### config.mk
export PLATFORM = sky130hd
export DESIGN_NAME = otp_part_buf
export DESIGN_NICKNAME = d
export VERILOG_FILES = /design/src/design/otp_part_pkg.sv /design/src/design/otp_part_buf.sv /design/src/design/part_addr_gen.sv /design/src/design/part_buf_fsm.sv /design/src/design/part_buf_regs.sv /design/src/design/part_lock_ctrl.sv
export SDC_FILE = /design/constraint.sdc
export NUM_CORES = 1
export LEC_CHECK = 0
export ABC_CLOCK_PERIOD_IN_PS = 3200
export BUFFER_PORTS_ARGS = -buffer_cell sky130_fd_sc_hd__buf_2
export CORE_ASPECT_RATIO = 0.8
export CORE_MARGIN = 2
export CORE_UTILIZATION = 53
export DETAILED_ROUTE_END_ITERATION = 10
export GPL_TIMING_DRIVEN = 0
export PLACE_DENSITY = 0.81
export SLEW_MARGIN = 5
export SYNTH_ARGS = -nofsm -noshare
export SYNTH_HDL_FRONTEND = slang
export SYNTH_SLANG_ARGS = --single-unit
### constraint.sdc
create_clock -name clk_i -period 3.2 [get_ports clk_i]
set_input_delay 0.64 -clock clk_i [delete_from_list [all_inputs] [get_ports clk_i]]
set_output_delay 0.64 -clock clk_i [all_outputs]
set_load 0.01 [all_outputs]
### src/design/otp_part_pkg.sv
/*
  Shared definitions for the buffered OTP partition
  Block and address widths, OTP error codes and partition FSM states
*/
package otp_part_pkg;

  ////////////////////////////////////////////////////////////
  // Widths
  ////////////////////////////////////////////////////////////

  // One partition block, same as one OTP read beat
  localparam int BlockWidth       = 64;
  localparam int BlockBytes       = BlockWidth / 8;
  // OTP byte address
  localparam int OtpByteAddrWidth = 11;
  // Macro is addressed in 16 bit halfwords
  localparam int OtpAddrShift     = 1;
  localparam int OtpAddrWidth     = OtpByteAddrWidth - OtpAddrShift;
  // Transfer size field, value is halfwords minus one
  localparam int OtpSizeWidth     = 2;

  ////////////////////////////////////////////////////////////
  // Error codes and states
  ////////////////////////////////////////////////////////////

  // Error code as reported by the macro and latched by the partition
  typedef enum logic [2:0] {
    NoError             = 3'd0,
    MacroError          = 3'd1,
    MacroEccCorrError   = 3'd2,
    MacroEccUncorrError = 3'd3,
    CheckFailError      = 3'd4,
    FsmStateError       = 3'd5
  } otp_err_e;

  // Partition control FSM
  typedef enum logic [3:0] {
    ResetSt         = 4'd0,
    InitSt          = 4'd1,
    InitWaitSt      = 4'd2,
    IdleSt          = 4'd3,
    CnstyReadSt     = 4'd4,
    CnstyReadWaitSt = 4'd5,
    ErrorSt         = 4'd6
  } part_state_e;

endpackage

### src/design/otp_part_buf.sv
/*
  Buffered OTP partition
  Reads the partition into registers, unlocks it and checks consistency
*/
`timescale 1ns/1ns

module otp_part_buf #(
  parameter int  PartOffset = 64,
  parameter int  NumBlocks  = 4,
  localparam int BW         = otp_part_pkg::BlockWidth
) (
  input  logic                                   clk_i,
  input  logic                                   rst_ni,
  // Init and consistency check
  input  logic                                   init_req_i,
  output logic                                   init_done_o,
  input  logic                                   cnsty_chk_req_i,
  output logic                                   cnsty_chk_ack_o,
  input  logic                                   escalate_en_i,
  input  logic                                   check_byp_en_i,
  output otp_part_pkg::otp_err_e                 error_o,
  output logic                                   fsm_err_o,
  // Access locks
  input  logic                                   read_lock_i,
  input  logic                                   write_lock_i,
  output logic                                   read_lock_o,
  output logic                                   write_lock_o,
  // Buffered data
  output logic [BW-1:0]                          digest_o,
  output logic [NumBlocks*BW-1:0]                data_o,
  // OTP macro
  output logic                                   otp_req_o,
  output logic [otp_part_pkg::OtpSizeWidth-1:0]  otp_size_o,
  output logic [otp_part_pkg::OtpAddrWidth-1:0]  otp_addr_o,
  input  logic                                   otp_gnt_i,
  input  logic                                   otp_rvalid_i,
  input  logic [BW-1:0]                          otp_rdata_i,
  input  otp_part_pkg::otp_err_e                 otp_err_i
);

  localparam int CntWidth  = (NumBlocks > 1) ? $clog2(NumBlocks) : 1;
  localparam int SizeWidth = otp_part_pkg::OtpSizeWidth;
  // Halfwords in one block
  localparam int BlkHalfwords = otp_part_pkg::BlockBytes >> otp_part_pkg::OtpAddrShift;

  logic                    cnt_clr, cnt_en, last_blk;
  logic [CntWidth-1:0]     cnt;
  logic                    buf_wren, unlock, lock;
  logic [BW-1:0]           buf_rdata;
  logic [NumBlocks*BW-1:0] buf_data;

  // Every read fetches one whole block
  assign otp_size_o = SizeWidth'(BlkHalfwords - 1);

  part_buf_fsm u_fsm (
    .clk_i, .rst_ni,
    .init_req_i, .cnsty_chk_req_i, .escalate_en_i, .check_byp_en_i,
    .otp_gnt_i, .otp_rvalid_i, .otp_rdata_i, .otp_err_i,
    .last_blk_i  (last_blk),
    .buf_rdata_i (buf_rdata),
    .otp_req_o,
    .cnt_clr_o   (cnt_clr),
    .cnt_en_o    (cnt_en),
    .buf_wren_o  (buf_wren),
    .unlock_o    (unlock),
    .lock_o      (lock),
    .cnsty_chk_ack_o, .error_o, .fsm_err_o
  );

  part_addr_gen #(.PartOffset(PartOffset), .NumBlocks(NumBlocks)) u_addr_gen (
    .clk_i, .rst_ni,
    .cnt_clr_i  (cnt_clr),
    .cnt_en_i   (cnt_en),
    .cnt_o      (cnt),
    .last_blk_o (last_blk),
    .otp_addr_o
  );

  part_buf_regs #(.NumBlocks(NumBlocks)) u_buf_regs (
    .clk_i, .rst_ni,
    .wren_i  (buf_wren),
    .idx_i   (cnt),
    .wdata_i (otp_rdata_i),
    .rdata_o (buf_rdata),
    .data_o  (buf_data)
  );

  part_lock_ctrl #(.NumBlocks(NumBlocks)) u_lock_ctrl (
    .clk_i, .rst_ni,
    .unlock_i (unlock),
    .lock_i   (lock),
    .data_i   (buf_data),
    .read_lock_i, .write_lock_i,
    .init_done_o, .data_o, .digest_o,
    .read_lock_o, .write_lock_o
  );

endmodule

### src/design/part_addr_gen.sv
/*
  Block counter and OTP address generation
  Walks the partition block by block and gives the halfword address
*/
`timescale 1ns/1ns

module part_addr_gen #(
  parameter int  PartOffset = 64,
  parameter int  NumBlocks  = 4,
  localparam int CntWidth   = (NumBlocks > 1) ? $clog2(NumBlocks) : 1
) (
  input  logic                                clk_i,
  input  logic                                rst_ni,
  input  logic                                cnt_clr_i,
  input  logic                                cnt_en_i,
  output logic [CntWidth-1:0]                 cnt_o,
  output logic                                last_blk_o,
  output logic [otp_part_pkg::OtpAddrWidth-1:0] otp_addr_o
);

  localparam int AW = otp_part_pkg::OtpByteAddrWidth;

  logic [CntWidth-1:0] cnt_q;
  logic [AW-1:0]       byte_addr;

  // Block counter, clear has priority
  always_ff @(posedge clk_i or negedge rst_ni) begin
    if (!rst_ni) begin
      cnt_q <= '0;
    end else if (cnt_clr_i) begin
      cnt_q <= '0;
    end else if (cnt_en_i) begin
      cnt_q <= cnt_q + 1'b1;
    end
  end

  // Byte offset of the current block
  assign byte_addr = AW'(PartOffset) + AW'(cnt_q) * AW'(otp_part_pkg::BlockBytes);

  // Drop the byte bit, blocks are always halfword aligned
  assign otp_addr_o = byte_addr[AW-1:otp_part_pkg::OtpAddrShift];

  assign cnt_o      = cnt_q;
  assign last_blk_o = (cnt_q == CntWidth'(NumBlocks - 1));

endmodule

### src/design/part_buf_fsm.sv
/*
  Partition control FSM
  Reads the partition into the buffer, runs consistency checks
  and latches OTP and check errors
*/
`timescale 1ns/1ns

module part_buf_fsm (
  input  logic                                     clk_i,
  input  logic                                     rst_ni,
  input  logic                                     init_req_i,
  input  logic                                     cnsty_chk_req_i,
  input  logic                                     escalate_en_i,
  input  logic                                     check_byp_en_i,
  input  logic                                     otp_gnt_i,
  input  logic                                     otp_rvalid_i,
  input  logic [otp_part_pkg::BlockWidth-1:0]      otp_rdata_i,
  input  otp_part_pkg::otp_err_e                   otp_err_i,
  input  logic                                     last_blk_i,
  input  logic [otp_part_pkg::BlockWidth-1:0]      buf_rdata_i,
  output logic                                     otp_req_o,
  output logic                                     cnt_clr_o,
  output logic                                     cnt_en_o,
  output logic                                     buf_wren_o,
  output logic                                     unlock_o,
  output logic                                     lock_o,
  output logic                                     cnsty_chk_ack_o,
  output otp_part_pkg::otp_err_e                   error_o,
  output logic                                     fsm_err_o
);

  otp_part_pkg::part_state_e state_d, state_q;
  otp_part_pkg::otp_err_e    error_d, error_q;
  logic                      resp_ok;
  logic                      blk_match;

  // Only clean or corrected reads are usable
  assign resp_ok   = (otp_err_i == otp_part_pkg::NoError) ||
                     (otp_err_i == otp_part_pkg::MacroEccCorrError);
  assign blk_match = (otp_rdata_i == buf_rdata_i) || check_byp_en_i;

  always_comb begin
    state_d         = state_q;
    error_d         = error_q;
    otp_req_o       = 1'b0;
    cnt_clr_o       = 1'b0;
    cnt_en_o        = 1'b0;
    buf_wren_o      = 1'b0;
    unlock_o        = 1'b0;
    lock_o          = 1'b0;
    cnsty_chk_ack_o = 1'b0;
    fsm_err_o       = 1'b0;

    case (state_q)
      // Wait for the one init request after reset
      otp_part_pkg::ResetSt: begin
        if (init_req_i) begin
          cnt_clr_o = 1'b1;
          state_d   = otp_part_pkg::InitSt;
        end
      end
      // Request the current block
      otp_part_pkg::InitSt: begin
        otp_req_o = 1'b1;
        if (otp_gnt_i) begin
          state_d = otp_part_pkg::InitWaitSt;
        end
      end
      // Store the block, then next block or unlock
      otp_part_pkg::InitWaitSt: begin
        if (otp_rvalid_i) begin
          if (resp_ok) begin
            buf_wren_o = 1'b1;
            if (last_blk_i) begin
              unlock_o = 1'b1;
              state_d  = otp_part_pkg::IdleSt;
            end else begin
              cnt_en_o = 1'b1;
              state_d  = otp_part_pkg::InitSt;
            end
            if (otp_err_i != otp_part_pkg::NoError) begin
              error_d = otp_part_pkg::MacroEccCorrError;
            end
          end else begin
            error_d = otp_err_i;
            state_d = otp_part_pkg::ErrorSt;
          end
        end
      end
      otp_part_pkg::IdleSt: begin
        if (cnsty_chk_req_i) begin
          cnt_clr_o = 1'b1;
          state_d   = otp_part_pkg::CnstyReadSt;
        end
      end
      // Re-read for the consistency check
      otp_part_pkg::CnstyReadSt: begin
        otp_req_o = 1'b1;
        if (otp_gnt_i) begin
          state_d = otp_part_pkg::CnstyReadWaitSt;
        end
      end
      // Compare against the buffer, ack on the last block or on failure
      otp_part_pkg::CnstyReadWaitSt: begin
        if (otp_rvalid_i) begin
          if (resp_ok) begin
            if (otp_err_i != otp_part_pkg::NoError) begin
              error_d = otp_part_pkg::MacroEccCorrError;
            end
            if (!blk_match) begin
              error_d         = otp_part_pkg::CheckFailError;
              cnsty_chk_ack_o = 1'b1;
              state_d         = otp_part_pkg::ErrorSt;
            end else if (last_blk_i) begin
              cnsty_chk_ack_o = 1'b1;
              state_d         = otp_part_pkg::IdleSt;
            end else begin
              cnt_en_o = 1'b1;
              state_d  = otp_part_pkg::CnstyReadSt;
            end
          end else begin
            error_d         = otp_err_i;
            cnsty_chk_ack_o = 1'b1;
            state_d         = otp_part_pkg::ErrorSt;
          end
        end
      end
      // Terminal state, partition stays locked and checks ack at once
      otp_part_pkg::ErrorSt: begin
        lock_o          = 1'b1;
        cnsty_chk_ack_o = 1'b1;
        if (error_q == otp_part_pkg::NoError) begin
          error_d = otp_part_pkg::FsmStateError;
        end
      end
      // Invalid encoding
      default: begin
        fsm_err_o = 1'b1;
        error_d   = otp_part_pkg::FsmStateError;
        state_d   = otp_part_pkg::ErrorSt;
      end
    endcase

    // Escalation overrides everything
    if (escalate_en_i) begin
      fsm_err_o = 1'b1;
      state_d   = otp_part_pkg::ErrorSt;
      if (state_q != otp_part_pkg::ErrorSt) begin
        error_d = otp_part_pkg::FsmStateError;
      end
    end
  end

  always_ff @(posedge clk_i or negedge rst_ni) begin
    if (!rst_ni) begin
      state_q <= otp_part_pkg::ResetSt;
      error_q <= otp_part_pkg::NoError;
    end else begin
      state_q <= state_d;
      error_q <= error_d;
    end
  end

  assign error_o = error_q;

endmodule

### src/design/part_buf_regs.sv
/*
  Partition buffer registers
  One 64 bit register per block, written from OTP read data
  Block at the current index is read back for the consistency compare
*/
`timescale 1ns/1ns

module part_buf_regs #(
  parameter int  NumBlocks = 4,
  localparam int CntWidth  = (NumBlocks > 1) ? $clog2(NumBlocks) : 1,
  localparam int BW        = otp_part_pkg::BlockWidth
) (
  input  logic                    clk_i,
  input  logic                    rst_ni,
  input  logic                    wren_i,
  input  logic [CntWidth-1:0]     idx_i,
  input  logic [BW-1:0]           wdata_i,
  output logic [BW-1:0]           rdata_o,
  output logic [NumBlocks*BW-1:0] data_o
);

  logic [BW-1:0] blk_q [NumBlocks];

  ////////////////////////////////////////////////////////////
  // Storage
  ////////////////////////////////////////////////////////////

  // Buffer starts out blank so the digest reads as zero
  always_ff @(posedge clk_i or negedge rst_ni) begin
    if (!rst_ni) begin
      blk_q <= '{default: '0};
    end else if (wren_i) begin
      blk_q[idx_i] <= wdata_i;
    end
  end

  // Readback of the block being compared
  assign rdata_o = blk_q[idx_i];

  ////////////////////////////////////////////////////////////
  // Flattened view
  ////////////////////////////////////////////////////////////

  // Block 0 sits in the low bits, digest at the top
  for (genvar g = 0; g < NumBlocks; g++) begin : gen_flat
    assign data_o[g*BW +: BW] = blk_q[g];
  end

endmodule

### src/design/part_lock_ctrl.sv
/*
  Partition lock control
  Holds the data lock, gates the buffered data and registers the
  read and write locks for the direct access port
*/
`timescale 1ns/1ns

module part_lock_ctrl #(
  parameter int  NumBlocks = 4,
  localparam int BW        = otp_part_pkg::BlockWidth
) (
  input  logic                    clk_i,
  input  logic                    rst_ni,
  input  logic                    unlock_i,
  input  logic                    lock_i,
  input  logic [NumBlocks*BW-1:0] data_i,
  input  logic                    read_lock_i,
  input  logic                    write_lock_i,
  output logic                    init_done_o,
  output logic [NumBlocks*BW-1:0] data_o,
  output logic [BW-1:0]           digest_o,
  output logic                    read_lock_o,
  output logic                    write_lock_o
);

  logic locked_d, locked_q;
  logic rd_lock_q, wr_lock_q;
  logic digest_set;

  // Lock request wins over unlock
  always_comb begin
    locked_d = locked_q;
    if (unlock_i) begin
      locked_d = 1'b0;
    end
    if (lock_i) begin
      locked_d = 1'b1;
    end
  end

  // Digest is the last block, never gated
  assign digest_o   = data_i[NumBlocks*BW-1 -: BW];
  assign digest_set = |digest_o;

  ////////////////////////////////////////////////////////////
  // Registers
  ////////////////////////////////////////////////////////////

  // Access locks take the next lock value so they never lag the data lock
  always_ff @(posedge clk_i or negedge rst_ni) begin
    if (!rst_ni) begin
      locked_q  <= 1'b1;
      rd_lock_q <= 1'b1;
      wr_lock_q <= 1'b1;
    end else begin
      locked_q  <= locked_d;
      rd_lock_q <= locked_d | read_lock_i;
      // A programmed digest freezes the partition
      wr_lock_q <= locked_d | write_lock_i | digest_set;
    end
  end

  // Partition counts as initialized once unlocked
  assign init_done_o  = ~locked_q;
  assign data_o       = locked_q ? '0 : data_i;
  assign read_lock_o  = rd_lock_q;
  assign write_lock_o = wr_lock_q;

endmodule

---- Yosys cells after proc, flatten, opt, wreduce, memory -nomap -nowiden ----
Index checks and enable logic that the tools add are counted.
storage, ports and cells
  bits of input ports ..................... 77
  logic and storage cells ................. 108
  bits in registers ....................... 268
cells by class
  bitwise gates (word level) .............. 5
  add/sub/neg operators ................... 2
  muxes and demuxes ....................... 59
  magnitude comparators ................... 2
  equal/unequal tests ..................... 17
  reduce and logical (&&, ||, !) cells .... 13
operator list
  cell                                                             number
  256-bit bitwise mux                                              1
  256-bit two-way mux                                              1
  64-bit two-way mux                                               3
  64-bit binary-select mux with 2-bit select                       1
  64-bit demux with 2-bit select                                   1
  64-bit == test                                                   1
  64-bit OR reduction                                              1
  4-bit two-way mux                                                9
  3-bit two-way mux                                                11
  4-bit case mux with 7 select lines                               1
  1-bit two-way mux                                                24
  3-bit != test, second input constant                             6
  4-bit by 3-bit == test with 1-bit output, second input constant  3
  3-bit case mux with 4 select lines                               1
  7-bit by 5-bit adder with 8-bit output, first input constant     1
  4-bit by 2-bit == test with 1-bit output, second input constant  2
  7-bit AND reduction                                              1
  7-bit OR reduction                                               1
  3-bit zero test                                                  2
  2-bit two-way mux                                                3
  1-bit case mux with 2 select lines                               3
  4-bit by 1-bit == test with 1-bit output, second input constant  1
  4-bit zero test                                                  1
  4-bit by 3-bit != test with 1-bit output, second input constant  1
  other kinds (15)                                                 18

---- Depth between registers and ports, before layout ----
Gate-level depths: netlist (run 1).
  word-level depth ........................ 12
  gate-level depth with buffers ........... 11
  mapped depth without buffers ............ 7

---- By module ----
A second synthesis (run 1) with hierarchy kept.
second synthesis, totals
  cells, all modules ...................... 1203
  area, all modules ....................... 15169.5 µm²
modules (own cells, without submodules)
  module          area an instance (µm²)  cells each  seq. area each (µm²)  instances
  part_buf_regs   11078.1                 621         6406.1                1
  part_lock_ctrl  2508.7                  379         78.8                  1
  part_buf_fsm    1392.6                  181         150.1                 1
  part_addr_gen   171.4                   19          50.0                  1
  otp_part_buf    18.8                    3           0.0                   1

---- Worst setup path after synthesis (run 1) ----
OpenSTA, ideal clock, no wires.
  path type ............................... register to output
  start ................................... register u_addr_gen.cnt_q[1] (netlist: u_addr_gen.cnt_o[1])
  end ..................................... output port cnsty_chk_ack_o
  data required time ...................... 2.560 ns
  slack ................................... 0.211 ns
  stages on the path, launching flop included .. 10
  data arrival time ....................... 2.349 ns
  cell sequence ........................... dfrtp_1 buf_2 buf_2 mux4_2 xnor2_1 nand4_1 nor4_2 nand4_4 nand2_1 a31oi_1
on the way
  word-level cells in the longest chain between the ends .. 10
  elaborated cells between the ends (all ways) .. 12
ends and longest elaborated chain
  item                                                    RTL line             source
  start, declared                                         part_addr_gen.sv:23  logic [CntWidth-1:0] cnt_q;
  start signal, assigned                                  part_addr_gen.sv:33  cnt_q <= cnt_q + 1'b1;
  2-bit NOT with 3-bit output (not written as such)       part_buf_regs.sv:38  assign rdata_o = blk_q[idx_i];
  64-bit binary-select mux with 2-bit select              part_buf_regs.sv:38
  64-bit two-way mux (not written as such) (2 in series)  part_buf_regs.sv:38
  64-bit == test                                          part_buf_fsm.sv:40   assign blk_match = (otp_rdata_i == buf_rdata_i) || check_byp_en_i;
  1-bit logical OR                                        part_buf_fsm.sv:40
  1-bit two-way mux (*)                                   part_buf_fsm.sv:110  if (!blk_match) begin
  1-bit two-way mux (*)                                   part_buf_fsm.sv:106  if (resp_ok) begin
  1-bit two-way mux (*)                                   part_buf_fsm.sv:105  if (otp_rvalid_i) begin
  1-bit case mux with 2 select lines (*)                  part_buf_fsm.sv:54   case (state_q)
  end, declared                                           otp_part_buf.sv:18   output logic cnsty_chk_ack_o,
Every way passes the cells marked *; elsewhere a longest branch is shown, timed or not. The select of a mux whose other input is x is not followed.

---- Final worst setup path (run 1) ----
  start ................................... register u_addr_gen.cnt_q[0] (netlist: u_addr_gen.cnt_o[0])
  end ..................................... output port cnsty_chk_ack_o
The elaborated chain is that of the path after synthesis.

==> results_dict.tcl, run 1 <==
set metrics [dict create \
    synth.distinct_cells 47 \
    areaGrowthSynthToFinish_pct 27.3 \
    hold_class "in -> async" \
    failed_checks "negative setup slack" \
    critPathKind "reg -> out" \
    cp.arrival_ns 3.42 \
    numPlacedInstances 2002 \
    max-clock-path-buffers 3 \
    post-route-drc-count 0 \
    largest_net_degree_at_the_start_of_global_routing 111 \
    netSwitchingFraction_pct 22.7 \
    route.vias.total 11900 \
    power.share.sequential_pct 45.8 \
    finalSetupViolations 1 \
    numClockSinks 267 \
    maxCapViolations 0 \
    ir_drop_mv 0.400 \
    routability_congestion_estimate 0.902 \
    worst_pin_slew_ns 0.781 \
    initial_utilization_pct 53.6 \
    synth_enable_flop_cells 0 \
    critPathLaunchType "flip-flop" \
    pwr-share-clk_pct 47.7 \
    totalWireLength_um 52300 \
    report.final.hold_viol_count 0 \
    htree_levels 1 \
    fp.dieH_um 155 \
    timing.critical_path.to_type "output port" \
    final_cell_count_no_fill 2071 \
    p_leak_uw 0.00971 \
    tritoncts "built" \
    synth-async-reset-ratio_pct 100 \
    grt_overflow 0 \
    rows 55 \
    crit_path_max_fanout 10 \
    drive_gt1_share_pct 54.6 \
    synthesis.instances 1215 \
    synth_area_um2 15100 \
    drtIter0Drc 836 \
    final_cell_mix "buf_2 (406), dfrtp_1 (263), nor2b_1 (260)" \
    number_of_antenna_violations_at_the_first_check_in_global_routing 4 \
    cts_inserted_buffers 28 \
    synthFlopType "dfrtp_1" \
    min_period_over_period_pct 127 \
    grt_pass1_wl_um 74700 \
    hold_buffers 0 \
    ys_seq_area_share_pct 44.3 \
    synthesis.yosys.warnings 0 \
    power-per-cell-area_nw_per_um2 388 \
    x_dimension_of_the_die_um 193 \
    io_buffers 407 \
    final.min_clock_period_ns 4.06 \
    outcome "finished, violations left" \
    synthesis.area_per_instance_um2 12.4 \
    placeableCoreArea_um2 28100 \
    worst_setup_hold_path_clk_slew_ns 0.06 \
    cp_data_required_time_ns 2.56 \
    viasPerCell 5.75 \
    hold-worst-slack_ns 0.00294 \
    grt_setup_unrepaired "yes" \
    postLayoutCellArea_um2 19200 \
    drtPass1Iterations 5 \
    grt_use_total_pct 34.4 \
    max_freq_ghz 0.246 \
    antenna_left 0 \
    layout_commonest_cell "buf_2" \
    power.net_switching_uw 1690 \
    setup_slack_ns -0.862 \
    drv_slew 0 \
    vias_in_the_first_global_route 11600 \
    share_comb_of_total_power_pct 6.5 \
    layout.nets 1756 \
    routed_wire_length_per_instance_um 25.2 \
    io_pins 418 \
    worst_skew_pair_later_pin_latency_ns 0.56 \
    internal_power_uw 5760 \
    clock_skew_ns 0.0278 \
    detailed_place_hpwl_um 37600 \
    timing.slew.headroom_pct 48.0 \
    place_area_um2 17700 \
    fp.dieArea_um2 29800 \
    cts.root.buffer_cell "clkbuf_16" \
    synth.ff_latch_count 267 \
]
[synthesized netlist by cell type, types with 3 or more instances]
master    count  share of area (%)
nand2_1      25               0.62
mux2i_1       5               0.33
nand3_1       3               0.10
nor2b_1     260                 11
buf_4        76                3.8
ha_1          4               0.33
mux4_2       64                9.6
o21ai_0      10               0.33
dfrtp_1     264                 44
mux2_2      256                 19
nand4_1      19               0.79
buf_6         4               0.30
nand2b_1      3               0.12
a22oi_1       3               0.15
clkbuf_1     61                1.5
nor4_1       16               0.66
nor2_1       15               0.37
xnor2_1      65                3.8
a21oi_1       7               0.23
nor4_2        3               0.25
buf_2         6               0.20
dfstp_2       3               0.52
nor3_1        3               0.10
inv_1         8               0.20
[layout make-up]
cell class              count  area, um^2
diodes                      6        15.0
plain buffers             151        1010
clock buffers              39         812
clock inverters            11         198
fillers                  2111        8950
inverters                   8        30.0
multi-input cells         797        7720
flip-flops and latches    267        6690
well taps                 370         463
repair buffers            422        2260
[power by group through the flow]
stage	registers, uW	logic [uW]	clock network, uW
final	3410	483	3560
after global routing	3410	518	3730
after CTS	3410	472	3580
after detailed placement	3480	429	0
after global placement	3470	414	0
after floorplan	3470	178	0
[timing repair]
action | in CTS | in global routing
pin swaps | 11 | 5
endpoints found under the setup margin | 324 | 70
gates cloned | 1 | 0
buffers inserted | 10 | 2
resized for setup | 55 | 25
[path summary, 6_finish.rpt]
path,cells past startpoint,slack [ns],to,startpoint
max,10,-0.86,cnsty_chk_ack_o,u_addr_gen.cnt_o[0]
min,1,0.003,u_fsm.error_o[1],rst_ni
max reg2reg,10,0.03,u_addr_gen.cnt_o[1],u_addr_gen.cnt_o[0]
min reg2reg,1,0.52,u_buf_regs.data_o[19],u_buf_regs.data_o[19]
max in group asynchronous,2,2.28,u_buf_regs.data_o[110],rst_ni
min in group clk_i,2,0.30,u_lock_ctrl.read_lock_o,read_lock_i
[logic make-up (layout without fill, tap and decap cells)]
family / after synthesis / in the layout / synth area share, %
other: 2 / 16 / 0.0498
AND/OR/NAND/NOR: 352 / 352 / 14.2
adder cells (fa/ha/maj): 4 / 4 / 0.332
flip-flops: 267 / 267 / 44.3
AO/OA/AOI/OAI: 41 / 41 / 1.97
multiplexers: 325 / 325 / 29.0
XOR/XNOR: 65 / 65 / 3.78
buffers and inverters: 159 / 631 / 6.31
[sequential cells by signal (all words and copies together), names as in the netlist]
name                      flops
u_addr_gen.cnt_o              2
u_buf_regs.data_o           256
u_fsm.error_o                 3
u_fsm.state_q                 3
u_lock_ctrl.locked_q          1
u_lock_ctrl.read_lock_o       1
u_lock_ctrl.write_lock_o      1
[per-stage QoR]
stage          setup TNS [ns]  util, %  total power [uW]  setup WS (ns)
2_1_floorplan               0        -              3650          0.211
3_3_place_gp          -967.36     62.6              3890          -3.41
3_5_place_dp           -69.58     62.8              3900          -1.31
4_1_cts                -0.816     67.7              7470         -0.816
5_1_grt                -0.997     68.2              7660         -0.944
6_report               -0.862     68.2              7460         -0.862
[metal layers]
layer	GRT usage, %	share of wire (%)
met1	47.1	41
met2	53.5	47
met3	8.84	9.0
met4	11.8	3.4
met5	0	0
[critical path, cell delays in order (launching register included)]
cell and delay, ns:
dfrtp_1 0.37, buf_6 0.14, buf_6 0.23, mux4_2 0.56, xnor2_2 0.32, nand4_1 0.26
nor4_2 0.40, nand4_4 0.17, nand2_2 0.14, a31oi_2 0.10, buf_2 0.17
(Power assumes the default switching activity.)
==> inputs of run 2 (changes only) <==
--- a/config.mk
+++ b/config.mk
@@ -7,7 +7,7 @@
 export LEC_CHECK = 0
 export ABC_CLOCK_PERIOD_IN_PS = 3200
 export BUFFER_PORTS_ARGS = -buffer_cell sky130_fd_sc_hd__buf_2
-export CORE_ASPECT_RATIO = 0.8
+export CORE_ASPECT_RATIO = 1.4
 export CORE_MARGIN = 2
 export CORE_UTILIZATION = 53
 export DETAILED_ROUTE_END_ITERATION = 10
==> run 2 against run 1 <==
  * Largest power group is now sequential cells
  * Total power decreased by 4.8%
  * The run still ends with negative setup slack left
  * Highest routed layer unchanged
  * Final cell count grew 0.39%
  * Combinational power about the same
  * Flip-flop and latch count unchanged
  * Clock skew fell by 0.011 ns
  * Critical path type unchanged
  * Sequential share of layout area is 0.23 points higher
  * Via count increased by 0.13%
  * Non-clock buffer count grew 4
  * Die area about the same
  * Global-route usage decreased by 0.91 points
==> results_dict.tcl, run 2 (synthesis gave the netlist of run 1 again) <==
set metrics [dict create \
    drive_gt1_share_pct 53.7 \
    final.min_clock_period_ns 4.01 \
    numPlacedInstances 2007 \
    timing.reg2reg.worst_path_depth 11 \
    critPathLaunchType "flip-flop" \
    final_cell_mix "buf_2 (406), dfrtp_1 (262), nor2b_1 (260)" \
    largest_register_ffs 256 \
    timing.slew.headroom_pct 48.9 \
    antenna_left 0 \
    max_stage_delay_ns 0.56 \
    fp.dieH_um 204 \
    cts.root.buffer_cell "clkbuf_16" \
    p_leak_uw 0.00963 \
    worst_hold_path.num_cells 2 \
    clock_skew_ns 0.0166 \
    final_core_util_pct 67.6 \
    totalWireLength_um 51800 \
    grt_overflow 0 \
    met3_wirelength_um 3100 \
    detailed_place_hpwl_um 37700 \
    numClockSinks 267 \
    tritoncts "built" \
    hold_class "in -> reg" \
    route.met2.wl_um 26500 \
    grt_pass1_wl_um 74700 \
    drv_slew 0 \
    routed_wire_length_per_instance_um 24.9 \
    finalSetupViolations 3 \
    crit_path_max_fanout 9 \
    initial_utilization_pct 53.4 \
    number_of_antenna_violations_at_the_first_check_in_global_routing 7 \
    power-per-cell-area_nw_per_um2 372 \
    drtIter0Drc 650 \
    timing.critical_path.to_type "output port" \
    post-route-drc-count 0 \
    cts_inserted_buffers 26 \
    vias_in_the_first_global_route 11800 \
    placeableCoreArea_um2 28200 \
    hp-start "read_lock_i" \
    routability_congestion_estimate 0.878 \
    drt-met1-wl_um 19500 \
    maxCapViolations 0 \
    areaGrowthSynthToFinish_pct 26.5 \
    layout_commonest_cell "buf_2" \
    io_buffers 407 \
    htree_levels 1 \
    worst_setup_hold_path_clk_slew_ns 0.07 \
    io_pins 418 \
    largest_net_degree_at_the_start_of_global_routing 120 \
    route.vias.total 11900 \
    layout.nets 1758 \
    ir_drop_mv 0.368 \
    max_freq_ghz 0.250 \
    path_cells "buf_12, buf_16, mux4_2, xnor2_4, nand4_1, nor4_4, nand4_4, nand2_4, a31oi_4, buf_2" \
    cp.arrival_ns 3.37 \
    final_cell_count_no_fill 2079 \
    report.final.hold_viol_count 0 \
    postLayoutCellArea_um2 19100 \
    fp.dieArea_um2 29800 \
    failed_checks "negative setup slack" \
    place_area_um2 17700 \
    regToRegEndpoint "u_addr_gen.cnt_o[0]" \
    min_to "u_lock_ctrl.read_lock_o" \
    setup-tns-final_ns -0.928 \
    worst_skew_pair_later_pin_latency_ns 0.54 \
    max-clock-path-buffers 3 \
    x_dimension_of_the_die_um 147 \
    worst_pin_slew_ns 0.766 \
    viasPerCell 5.73 \
    grt_setup_unrepaired "yes" \
    min_period_over_period_pct 125 \
    highest_layer "met4" \
    grt_use_total_pct 33.5 \
    filler_cell_count 2125 \
    setup_slack_ns -0.806 \
    cpMaxStageDelayCell "mux4_2" \
    outcome "finished, violations left" \
    rrSetupSlack_ns -0.09 \
    critPathKind "reg -> out" \
    cp_data_required_time_ns 2.56 \
    drtPass1Iterations 5 \
    rows 73 \
    timing.rr.start "u_addr_gen.cnt_o[0]" \
]
run 2: cell count changes in the layout (fill, tap and decap cells not counted), sizes merged:
cell,before,now
dlygate4sd3,0,1
bufinv,5,2
inv,8,9
clkinv,5,4
clkinvlp,1,2
buf,512,515
diode,6,7
run 2: per-layer routing:
metal | vias to the layer above | GRT usage (%)
met4 | 0 | 15.7
li1 | 5109 | -
met1 | 6129 | 41.5
met3 | 139 | 4.45
met5 | - | 0
met2 | 537 | 58.3
run 2: repair_timing:
action,CTS,global route
resized for setup,39,23
setup endpoints to repair,265,65
pin swaps,7,9
endpoints found under the hold margin,33,0
buffers inserted,10,7
hold buffers,1,0
cloned,0,1
run 2: metrics by stage:
stage | worst slack, ns | power [uW] | hold WS, ns
2_1_floorplan | 0.211 | 3650 | 0.344
3_3_place_gp | -3.34 | 3880 | 0.500
3_5_place_dp | -1.38 | 3900 | 0.509
4_1_cts | -0.837 | 7070 | 0.320
5_1_grt | -0.830 | 7260 | 0.322
6_report | -0.806 | 7090 | 0.330
run 2: layout make-up:
type,count,area (um^2),area share [%]
Antenna cell,7,17.5,0.0918
Clock inverter,9,104,0.545
Multi-Input combinational cell,797,7710,40.4
Buffer,149,988,5.18
Timing Repair Buffer,428,2290,12.0
Clock buffer,39,771,4.04
Sequential cell,267,6690,35.1
Inverter,8,30.0,0.157
Tap cell,375,469,2.46
run 2: power by group:
part	internal, uW	switching (uW)	total, uW
Clock	1830	1370	3200
Sequential	3390	18.7	3410
Combinational	197	282	480
run 2: worst max-delay path: cells and delay by family (launching register included):
kind,cells,cell delay (ns)
DFF,1,0.46
and+or+nand+nor,4,0.96
xor gates and xnor gates,1,0.25
AOI/OAI and AO/OA,1,0.08
buffers and inverters,3,0.51
muxes,1,0.56
run 2: worst max path at each step:
stage,start,to,cells after the start
6_report,u_addr_gen.cnt_o[0],cnsty_chk_ack_o,10
5_1_grt,u_addr_gen.cnt_o[0],cnsty_chk_ack_o,11
4_1_cts,u_addr_gen.cnt_o[0],cnsty_chk_ack_o,10
3_5_place_dp,u_addr_gen.cnt_o[1],cnsty_chk_ack_o,10
3_3_place_gp,rst_ni,u_buf_regs.data_o[103],1
2_1_floorplan,u_addr_gen.cnt_o[1],cnsty_chk_ack_o,9
